===== config.mk =====
export PLATFORM = sky130hd
export DESIGN_NAME = alu
export DESIGN_NICKNAME = d
export VERILOG_FILES = /design/src/design/aluPkg.sv /design/src/design/aluLogic.sv /design/src/design/aluShifter.sv /design/src/design/aluMultiplier.sv /design/src/design/aluDivider.sv /design/src/design/alu.sv
export SDC_FILE = /design/constraint.sdc
export NUM_CORES = 2
export LEC_CHECK = 0
export BUFFER_PORTS_ARGS = -buffer_cell sky130_fd_sc_hd__buf_2
export CAP_MARGIN = 20
export CORE_UTILIZATION = 36
export DETAILED_ROUTE_END_ITERATION = 6
export GPL_TIMING_DRIVEN = 0
export REMOVE_ABC_BUFFERS = 1
export SYNTH_ARGS = -nofsm -noshare
export SYNTH_HDL_FRONTEND = slang
export SYNTH_SLANG_ARGS = --single-unit

===== constraint.sdc =====
create_clock -name finished -period 5.3 [get_ports finished]
set_input_delay 0 -clock finished [delete_from_list [all_inputs] [get_ports finished]]
set_output_delay 0 -clock finished [all_outputs]
set_load 0.02 [all_outputs]

===== src/design/aluPkg.sv =====
package aluPkg;

	// Operand width, results are twice as wide
	localparam int DataWidth = 32;

	// Opcode encodings shared with the sender
	typedef enum logic [4:0] {
		OpNot  = 5'b00001,
		OpAnd  = 5'b00010,
		OpOr   = 5'b00011,
		// Add group, bit 0 selects subtract and bit 1 selects negate
		OpAdd  = 5'b00100,
		OpSub  = 5'b00101,
		OpNeg  = 5'b00111,
		OpMul  = 5'b01000,
		OpDiv  = 5'b01001,
		// Shifts are 1 1 arith rotate right
		OpShl  = 5'b11000,
		OpShr  = 5'b11001,
		OpRol  = 5'b11010,
		OpRor  = 5'b11011,
		OpShla = 5'b11100,
		OpShra = 5'b11101
	} aluOpcode_e;

	// Field view of a shift opcode
	typedef struct packed {
		logic [1:0] shiftClass;
		logic       arith;
		logic       rotate;
		logic       right;
	} aluShiftOp_s;

	// The same five bits read either as an opcode or as shift fields
	typedef union packed {
		aluOpcode_e  opcode;
		aluShiftOp_s shift;
	} aluOp_u;

	// Request word from the sender
	typedef struct packed {
		aluOp_u                op;
		logic [DataWidth-1:0]  a;
		logic [DataWidth-1:0]  b;
	} aluReq_s;

	// Result word to the consumer, op is echoed from the request
	typedef struct packed {
		aluOp_u                  op;
		logic [2*DataWidth-1:0]  value;
	} aluRes_s;

endpackage


===== src/design/aluLogic.sv =====
`timescale 1ns/1ps

module aluLogic (
	input  logic                             finished,
	input  logic                             rst,
	input  logic                             start,
	input  aluPkg::aluOp_u                   op,
	input  logic [aluPkg::DataWidth-1:0]     a,
	input  logic [aluPkg::DataWidth-1:0]     b,
	output logic                             done,
	output logic [2*aluPkg::DataWidth-1:0]   result
);

	logic                           subFlag;
	logic                           negFlag;
	logic [aluPkg::DataWidth-1:0]   addX;
	logic [aluPkg::DataWidth-1:0]   addY;
	logic [aluPkg::DataWidth-1:0]   sum;
	logic [aluPkg::DataWidth-1:0]   value;

	// Flags taken straight from the add group encoding
	assign subFlag = op.opcode[0];
	assign negFlag = op.opcode[1];

	// NEG is zero minus A, SUB is A plus inverted B plus one
	assign addX = negFlag ? '0 : a;
	assign addY = negFlag ? a : b;
	assign sum  = addX + (subFlag ? ~addY : addY) + {{(aluPkg::DataWidth-1){1'b0}}, subFlag};

	always_comb begin
		case (op.opcode)
			aluPkg::OpNot: value = ~a;
			aluPkg::OpAnd: value = a & b;
			aluPkg::OpOr:  value = a | b;
			default:       value = sum;
		endcase
	end

	always_ff @(posedge finished) begin
		if (rst) begin
			done <= 1'b0;
		end else begin
			done <= start;
		end
	end

	// Result holds until the next start
	always_ff @(posedge finished) begin
		if (start) begin
			result <= {{aluPkg::DataWidth{1'b0}}, value};
		end
	end

endmodule


===== src/design/aluShifter.sv =====
`timescale 1ns/1ps

module aluShifter (
	input  logic                             finished,
	input  logic                             rst,
	input  logic                             start,
	input  aluPkg::aluOp_u                   op,
	input  logic [aluPkg::DataWidth-1:0]     a,
	input  logic [aluPkg::DataWidth-1:0]     b,
	output logic                             done,
	output logic [2*aluPkg::DataWidth-1:0]   result
);

	localparam int W = aluPkg::DataWidth;

	logic [4:0]    amount;
	logic          fill;
	logic [W-1:0]  aRev;
	logic [W-1:0]  outRev;
	logic [W-1:0]  stage [0:5];
	logic [W-1:0]  shifted;

	assign amount = b[4:0];
	// Sign fill only applies to right shifts, so SHLA acts as SHL
	assign fill = op.shift.arith & op.shift.right & a[W-1];

	// Left shifts run through the right shifter on bit-reversed data
	for (genvar i = 0; i < W; i++) begin : gReverse
		assign aRev[i]   = a[W-1-i];
		assign outRev[i] = stage[5][W-1-i];
	end

	assign stage[0] = op.shift.right ? a : aRev;

	for (genvar s = 0; s < 5; s++) begin : gStage
		localparam int Dist = 1 << s;
		assign stage[s+1] = !amount[s] ? stage[s] :
			op.shift.rotate ? {stage[s][Dist-1:0], stage[s][W-1:Dist]} :
			{{Dist{fill}}, stage[s][W-1:Dist]};
	end

	assign shifted = op.shift.right ? stage[5] : outRev;

	always_ff @(posedge finished) begin
		if (rst) begin
			done <= 1'b0;
		end else begin
			done <= start;
		end
	end

	always_ff @(posedge finished) begin
		if (start) begin
			result <= {{W{1'b0}}, shifted};
		end
	end

endmodule


===== src/design/aluMultiplier.sv =====
`timescale 1ns/1ps

module aluMultiplier (
	input  logic                             finished,
	input  logic                             rst,
	input  logic                             start,
	input  logic [aluPkg::DataWidth-1:0]     a,
	input  logic [aluPkg::DataWidth-1:0]     b,
	output logic                             done,
	output logic [2*aluPkg::DataWidth-1:0]   result
);

	localparam int W = aluPkg::DataWidth;

	logic [5:0]      count;
	logic [2*W-1:0]  multiplicand;
	logic [W-1:0]    multiplier;
	logic [2*W-1:0]  product;

	// Count of remaining iterations, zero when idle
	always_ff @(posedge finished) begin
		if (rst) begin
			count <= '0;
			done  <= 1'b0;
		end else begin
			done <= 1'b0;
			if (start) begin
				count <= 6'(W);
			end else if (count != '0) begin
				count <= count - 1'b1;
				// Last iteration lands on this edge
				done  <= (count == 6'd1);
			end
		end
	end

	// One multiplier bit per cycle, LSB first
	always_ff @(posedge finished) begin
		if (start) begin
			multiplicand <= {{W{1'b0}}, a};
			multiplier   <= b;
			product      <= '0;
		end else if (count != '0) begin
			if (multiplier[0]) begin
				product <= product + multiplicand;
			end
			multiplicand <= multiplicand << 1;
			multiplier   <= multiplier >> 1;
		end
	end

	assign result = product;

endmodule


===== src/design/aluDivider.sv =====
`timescale 1ns/1ps

module aluDivider (
	input  logic                             finished,
	input  logic                             rst,
	input  logic                             start,
	input  logic [aluPkg::DataWidth-1:0]     a,
	input  logic [aluPkg::DataWidth-1:0]     b,
	output logic                             done,
	output logic [2*aluPkg::DataWidth-1:0]   result
);

	localparam int W = aluPkg::DataWidth;

	logic [5:0]    count;
	logic [W-1:0]  divisor;
	logic [W-1:0]  remainder;
	logic [W-1:0]  quotient;
	logic [W:0]    shiftedRem;
	logic [W+1:0]  trial;
	logic          quoBit;

	// Bring the next dividend bit into the partial remainder
	assign shiftedRem = {remainder, quotient[W-1]};

	// Trial subtract, a set top bit means the divisor did not fit
	assign trial  = {1'b0, shiftedRem} - {2'b00, divisor};
	assign quoBit = ~trial[W+1];

	always_ff @(posedge finished) begin
		if (rst) begin
			count <= '0;
			done  <= 1'b0;
		end else begin
			done <= 1'b0;
			if (start) begin
				count <= 6'(W);
			end else if (count != '0) begin
				count <= count - 1'b1;
				done  <= (count == 6'd1);
			end
		end
	end

	// Dividend bits shift out of the quotient register as quotient bits shift in
	always_ff @(posedge finished) begin
		if (start) begin
			divisor   <= b;
			remainder <= '0;
			quotient  <= a;
		end else if (count != '0) begin
			// Restore by keeping the shifted value when the trial fails
			if (quoBit) begin
				remainder <= trial[W-1:0];
			end else begin
				remainder <= shiftedRem[W-1:0];
			end
			quotient <= {quotient[W-2:0], quoBit};
		end
	end

	// A zero divisor always fits, giving all ones and the dividend back
	assign result = {remainder, quotient};

endmodule


===== src/design/alu.sv =====
`timescale 1ns/1ps

module alu #(
	parameter int QueueDepth    = 4,
	parameter int ResultCredits = 2
) (
	input  logic             finished,
	input  logic             rst,
	input  aluPkg::aluReq_s  req,
	input  logic             reqValid,
	output logic             reqCredit,
	output aluPkg::aluRes_s  res,
	output logic             resValid,
	input  logic             resCredit
);

	localparam int W           = aluPkg::DataWidth;
	localparam int PtrWidth    = (QueueDepth > 1) ? $clog2(QueueDepth) : 1;
	localparam int FillWidth   = $clog2(QueueDepth + 1);
	localparam int CreditWidth = $clog2(ResultCredits + 1);

	aluPkg::aluReq_s         queue [QueueDepth];
	logic [PtrWidth-1:0]     wrPtr;
	logic [PtrWidth-1:0]     rdPtr;
	logic [FillWidth-1:0]    fill;
	logic                    busy;
	logic [CreditWidth-1:0]  credits;
	aluPkg::aluReq_s         head;
	aluPkg::aluOp_u          activeOp;
	logic                    dispatch;
	logic                    isShift;
	logic                    isMul;
	logic                    isDiv;
	logic                    logicStart;
	logic                    shiftStart;
	logic                    mulStart;
	logic                    divStart;
	logic                    logicDone;
	logic                    shiftDone;
	logic                    mulDone;
	logic                    divDone;
	logic                    anyDone;
	logic [2*W-1:0]          logicResult;
	logic [2*W-1:0]          shiftResult;
	logic [2*W-1:0]          mulResult;
	logic [2*W-1:0]          divResult;
	logic [2*W-1:0]          doneResult;

	assign head = queue[rdPtr];

	// Pop needs an entry, an idle datapath and a result credit to reserve
	assign dispatch = (fill != '0) && !busy && (credits != '0);

	// Shift class first, then the two iterative units, the rest is logic
	assign isShift    = (head.op.shift.shiftClass == 2'b11);
	assign isMul      = (head.op.opcode == aluPkg::OpMul);
	assign isDiv      = (head.op.opcode == aluPkg::OpDiv);
	assign shiftStart = dispatch && isShift;
	assign mulStart   = dispatch && isMul;
	assign divStart   = dispatch && isDiv;
	assign logicStart = dispatch && !isShift && !isMul && !isDiv;

	// Request queue write side, the sender only sends with a credit in hand
	always_ff @(posedge finished) begin
		if (reqValid) begin
			queue[wrPtr] <= req;
		end
	end

	always_ff @(posedge finished) begin
		if (rst) begin
			wrPtr     <= '0;
			rdPtr     <= '0;
			fill      <= '0;
			busy      <= 1'b0;
			credits   <= CreditWidth'(ResultCredits);
			reqCredit <= 1'b0;
		end else begin
			if (reqValid) begin
				wrPtr <= (wrPtr == PtrWidth'(QueueDepth - 1)) ? '0 : wrPtr + 1'b1;
			end
			if (dispatch) begin
				rdPtr <= (rdPtr == PtrWidth'(QueueDepth - 1)) ? '0 : rdPtr + 1'b1;
			end
			fill      <= fill + FillWidth'(reqValid) - FillWidth'(dispatch);
			credits   <= credits + CreditWidth'(resCredit) - CreditWidth'(dispatch);
			reqCredit <= dispatch;
			if (dispatch) begin
				busy <= 1'b1;
			end else if (anyDone) begin
				busy <= 1'b0;
			end
		end
	end

	// Op kept for the echo in the result word
	always_ff @(posedge finished) begin
		if (dispatch) begin
			activeOp <= head.op;
		end
	end

	aluLogic uLogic (
		.finished (finished),
		.rst      (rst),
		.start    (logicStart),
		.op       (head.op),
		.a        (head.a),
		.b        (head.b),
		.done     (logicDone),
		.result   (logicResult)
	);

	aluShifter uShifter (
		.finished (finished),
		.rst      (rst),
		.start    (shiftStart),
		.op       (head.op),
		.a        (head.a),
		.b        (head.b),
		.done     (shiftDone),
		.result   (shiftResult)
	);

	aluMultiplier uMultiplier (
		.finished (finished),
		.rst      (rst),
		.start    (mulStart),
		.a        (head.a),
		.b        (head.b),
		.done     (mulDone),
		.result   (mulResult)
	);

	aluDivider uDivider (
		.finished (finished),
		.rst      (rst),
		.start    (divStart),
		.a        (head.a),
		.b        (head.b),
		.done     (divDone),
		.result   (divResult)
	);

	// Only one unit runs at a time, so its done pulse selects it
	assign anyDone    = logicDone | shiftDone | mulDone | divDone;
	assign doneResult = shiftDone ? shiftResult :
		mulDone ? mulResult :
		divDone ? divResult : logicResult;

	always_ff @(posedge finished) begin
		if (rst) begin
			resValid <= 1'b0;
		end else begin
			resValid <= anyDone;
		end
	end

	always_ff @(posedge finished) begin
		if (anyDone) begin
			res.op    <= activeOp;
			res.value <= doneResult;
		end
	end

endmodule


=== After elaboration in Yosys (flattened, before gate mapping) ===
Memory sizes are Yosys's and may differ from the RTL's. A register that Yosys moved wholly into a read port is not among the register bits.
Index checks and enable logic that the tools add are counted.

* ROM bits: 0
* Latch bits: 0
* Word-level logic and storage cells: 125
* Memories kept: 1
* Memory bits (writable): 276
* Flip-flop bits (word level): 422

{| class="wikitable"
|+ Memories
! memory !! words !! width !! rd ports !! clocked after memory_dff !! write ports !! line !! source
|-
| queue || 4 || 69 || 1 || 1 || 1 || alu.sv:22 || <nowiki>aluPkg::aluReq_s queue [QueueDepth];</nowiki>
|}

* Order comparisons: 0
* Bitwise operators: 12
* $mul: 0
* Div/mod/pow operators: 0
* Mux-type cells: 38
* Add/sub/neg operators: 12
* Equality and inequality tests: 10
* Shift operators: 0
* Reduce and logical (&&, ||, !) cells: 24

{| class="wikitable"
|+ Operators with widths
! cell !! count
|-
| two-way mux 32 bit || 23
|-
| two-way mux 64 bit || 2
|-
| case mux 32 bit (3 select lines) || 1
|-
| adder 64 bit || 1
|-
| NOT 32 bit || 2
|-
| subtractor 33 x 32 -> 34 bit || 1
|-
| adder 32 x 1 -> 32 bit || 1
|-
| adder 32 bit || 1
|-
| bitwise AND 32 bit || 1
|-
| OR 32 bit || 1
|-
| two-way mux 6 bit || 4
|-
| == test 6 x 1 -> 1 bit, second input constant || 2
|-
| nonzero test 6 bit || 2
|-
| subtractor 6 x 1 -> 6 bit, second input constant || 2
|-
| == test 5 x 2 -> 1 bit, second input constant || 2
|-
| == test 5 x 4 -> 1 bit, second input constant || 2
|-
| logical AND 1 bit || 8
|-
| two-way mux 2 bit || 4
|-
| nonzero test 2 bit || 4
|-
| == test 2 bit, second input constant || 3
|-
| OR reduction 3 bit || 2
|-
| == test 5 x 1 -> 1 bit, second input constant || 1
|-
| adder 2 x 1 -> 2 bit, second input constant || 2
|-
| logical NOT 1 bit || 4
|-
| other kinds (11) || 20
|}

=== Depth between registers and ports, before layout ===
* Depth after elaboration: 13
* Gate-level depth with buffers: 24
* Mapped depth without buffers: 18

=== Modules after synthesis ===
A second synthesis with hierarchy kept.

* Cell total of the unflattened synthesis: 3,648
* Area, all modules: 41,070.6 um^2

{| class="wikitable"
|+ By module, submodules not included
! module !! times used !! area each (um^2) !! cells each
|-
| alu || 1 || 14,875.5 || 794
|-
| aluMultiplier || 1 || 10,344.9 || 1,177
|-
| aluDivider || 1 || 6,079.6 || 591
|-
| aluLogic || 1 || 4,926.0 || 608
|-
| aluShifter || 1 || 4,844.6 || 478
|}

=== Worst setup path before layout ===
OpenSTA, ideal clock, no wires.

* Path type: register to register
* From: reg (tool-made name)
* To: reg uLogic.result[27] in the netlist's numbering, data pin
* Period minus slack after synthesis: 5,638 ps
* Setup slack: -338 ps
* Library setup time: 273 ps
* Buffers on the path: 5
* Stages on the path, launching flop included: 21
* Arrival: 5,365 ps
* Cell sequence: dfxtp_1 -> buf_6 -> buf_2 -> buf_2 -> buf_2 -> buf_1 -> mux4_2 -> mux2i_1 -> xnor2_1 -> ha_1 -> and3_1 -> and3_1 -> a311o_1 -> a31oi_1 -> o21ai_2 -> o311a_1 -> or3_1 -> a21o_1 -> a311oi_1 -> a41o_1 -> a21oi_1

{| class="wikitable"
|+ RTL lines
! item !! line !! source
|-
| to (signal assigned) || aluLogic.sv:50 || <nowiki>result <= {{aluPkg::DataWidth{1'b0}}, value};</nowiki>
|-
| to (decl) || aluLogic.sv:11 || <nowiki>output logic [2*aluPkg::DataWidth-1:0] result</nowiki>
|}

==> impl_results.md <==
- Outcome: finished clean
- Worst path setup slack after routing: 0.176 ns
- # H-tree levels: 3
- Clk slew on worst S/H paths: 0.06 ns
- First-pass DRT Iterations: 5
- Count of nets left with antenna violations after detail routing: 0
- Final Slew Violations: 0
- Startpoint types: flip-flop
- Routed wire length: 109000 microns
- Area occupied by registers: a little under 0.02 sq mm
- Fraction of synthesized cell area taken by the top area cell type: 42.8%
- Inserted Clock Buffers: 75
- Unrepaired setup endpoints after global routing: false
- Cell count after synthesis: 3615
- Worst slew margin: between 10% and 20%
- Most common cell in the synthesized netlist: sky130_fd_sc_hd__nand2_1
- Die extent in y: 327 microns
- Yosys top cell by area: sky130_fd_sc_hd__edfxtp_1
- Via count of the first global-routing pass: 26600
- Flop2flop setup slack: 0.18 ns
- Average wire per standard cell: roughly 21 microns
- Number of buffers on the longest clock path: 3
- Number of sinks on the clock net: 700
- Start point of the worst min-delay path: req[65]
- Clock latency reported for the late side of the worst-skew pair: 0.65 ns
- Synthesized area divided by synthesized cell count: about 11 sq um
- Layout Utilization: 42.4%
- Die Area: 0.107 sq mm
- DP HPWL: 72800 microns
- Diode insertion count for antenna repair: 0
- Total Routing Usage GR: roughly 20%
- Drt via density: between 5 and 6
- Horizontal extent of the die: about 330 microns
- Share of final-layout standard cells stronger than drive strength 1: between 10% and 20%
- Multi-input logic area: 0.0176 sq mm
- Maximum clock frequency: 195 MHz
- Number of maximum-capacitance violations: 0
- Final hold slack: 0.110 ns
- Clock Skews: 0.0354 ns
- Worst r2r path cells: 19
- Worst hold path type: input pin to flip-flop
- Maximum fanout count along the critical path: 33
- Ordered cell list for the critical path: buf_16 -> mux2_4 -> o21ai_4 -> buf_8 -> buf_12 -> nand2_1 -> mux2_2 -> fa_1 -> a21o_1 -> a21o_1 -> a21oi_2 -> o21bai_1 -> a41o_1 -> a221o_1 -> a31oi_4 -> o31ai_2 -> nand3_1 -> mux2_2 -> o221ai_2
- Maximum number of pins on one net before global-route repair: between 70 and 80
- Async set or reset register ratio after synthesis: 0%
- Number of buffers and inverters on the critical path: 3
- Delay contributed by the slowest stage of the critical path: 0.40 ns
- CTS tree: done
- Final hold violation count: 0
- EDFF count, synth: approximately 540
- Slew at the pin closest to its max-slew limit: ~1.3 ns
- Master cell of the clock root buffer: sky130_fd_sc_hd__clkbuf_16
- Final setup violation count: 0
- Summed instance area of the synthesized netlist: 0.0380 sq mm
- Number of rows in the core area: 118
- Critical path depth in cells: 19
- Part of the cycle the worst path needs: 96.7%
- Post-placement worst setup slack: -1.38 ns
- Ys Warns: 0
- Setup tns final: 0 ns
- Distinct cells, synth: 75
- Seq cells post-synth: 700
- Worst r2r dst: uLogic.result[30]
- Number of I/O pins: 144
- Top_reg_cell synth: sky130_fd_sc_hd__edfxtp_1
- Portion of the post-synthesis area used by sequential elements: between 50% and 60%
- Top post-synthesis cells by count: sky130_fd_sc_hd__nand2_1, sky130_fd_sc_hd__edfxtp_1, sky130_fd_sc_hd__a21oi_1, sky130_fd_sc_hd__mux2i_1, sky130_fd_sc_hd__o21ai_0
- Number of remaining DRC errors: 0
- Core area: 0.104 sq mm
- Vias after detailed routing: 28400
- Arrival time reported for the critical path endpoint: 5.58 ns
- Minimum clock period after layout: approximately 5.1 ns
- Final weighted congestion in routability-driven placement: around 0.9
- Slowest CP cell: sky130_fd_sc_hd__fa_1
- Worst hold endpoint: queue[0][65]
- Synthesis-to-finish area growth: 16.2%
- WP data required: 5.76 ns
- First DRT Iteration DRCs: around 2600
- Initial standard-cell utilization of the core: between 30% and 40%
- Synth top area cells: sky130_fd_sc_hd__edfxtp_1, sky130_fd_sc_hd__dfxtp_1, sky130_fd_sc_hd__nand2_1
- Total gr overflow: 0
- Worst Setup End Kind: flip-flop
- Net count, final: 3958
- Worst setup path class: flip-flop to flip-flop
- Cell class contributing the biggest share of worst-path delay: compound AO/OA/AOI/OAI gates
- Port buffer count: between 100 and 150
- Worst Hold Depth: 2
- Global-route wire length before repair: 164000 microns
- Count of fill cells added during filler insertion: 9943
- Antenna violations before repair: 2
-- layout make-up --
| type | instances | share of cell area (%) |
|---|---|---|
| flip-flops and latches | 700 | 44.0 |
| multi-input cells | 2596 | 39.8 |
| repair buffers | 273 | 5.79 |
| clock buffers | 85 | 4.45 |
| well taps | 1380 | 3.91 |
| clock inverters | 53 | 1.12 |
| inverters | 94 | 0.870 |
| repair inverters | 3 | 0.0595 |
-- layout by cell type (no fill, tap or decap), drive strengths merged, types with 8 or more instances in the layout --
master       Yosys  routed
a21o            87      87
inv             94     102
a211oi          24      24
mux4            67      69
dlygate4sd3      0      74
o21ai          221     221
nand2b          41      41
clkbuf         176      87
a21oi          328     328
a22o            33      33
dfxtp          158     158
maj3            26      26
nand2          590     590
a31oi           24      24
nand4           23      23
o221ai           8       8
nand3           56      56
and2            17      17
mux2i          217     217
o22ai           31      31
clkinv           0      38
buf             52     193
nor2b           51      51
or3             11      11
and3            21      21
a22oi           11      11
mux2            12      13
edfxtp         542     542
o21a            15      15
o21bai          21      21
o211ai          34      34
ha             138     138
nor2           201     201
o31ai           15      15
xor2            42      42
xnor2          100     100
nor3            39      39
-- flip-flops by register name (all words and copies together), names as in the netlist, 3 cells and up, named ones only --
| signal | cells |
|---|---|
| uMultiplier.result | 64 |
| activeOp | 5 |
| uMultiplier.multiplicand | 64 |
| queue | 276 |
| res | 69 |
| uDivider.count | 6 |
| uDivider.remainder | 32 |
| uMultiplier.multiplier | 32 |
| uMultiplier.count | 6 |
| uDivider.quotient | 32 |
| fill | 3 |
| uDivider.divisor | 32 |
| uLogic.result | 32 |
| uShifter.result | 32 |
-- timing repair --
item,in CTS,in global routing
gates resized for setup,11,11
cloned,7,5
hold buffers,74,0
endpoints found under the hold margin,359,0
pin swaps,1,2
endpoints found under the setup margin,58,7
buffers inserted,7,7
-- logic make-up (layout without fill, tap and decap cells) --
logic type	count (synthesis)	count (layout)	synth area share, %
buffers and inverters	322	508	3.26
AOI/OAI and AO/OA	903	903	14.4
and+or+nand+nor	1084	1084	12.4
DFF	700	700	51.1
adders and majority gates	168	168	5.44
xor gates and xnor gates	142	142	3.27
muxes	296	299	10.0
-- stage by stage --
step / area [sq um] / std cells
6_report: 44200 / 5184
4_1_cts: 44000 / 5171
5_1_grt: 44200 / 5184
2_1_floorplan: 37100 / 3387
3_5_place_dp: 40400 / 4945
3_3_place_gp: 39600 / 4910
-- layer usage --
metal / part of all wire, % / wire [microns] / global-route usage (%)
met5: 0.029 / 32 / 0
met4: 3.9 / 4230 / 7.41
met3: 6.1 / 6720 / 2.34
met2: 45 / 49600 / 31.1
met1: 45 / 48800 / 28.0
-- worst max path at each step --
stage | from | end
global route | flip-flop | uLogic.result[31]
detailed placement | flip-flop | uLogic.result[30]
finish | flip-flop | uLogic.result[30]
global placement | flip-flop | uMultiplier.done
CTS | flip-flop | uLogic.result[30]
floorplan | flip-flop | uMultiplier.result[63]
Power is not shown: default switching activity piles up to over one toggle a cycle in this logic, so the estimate is an artifact.
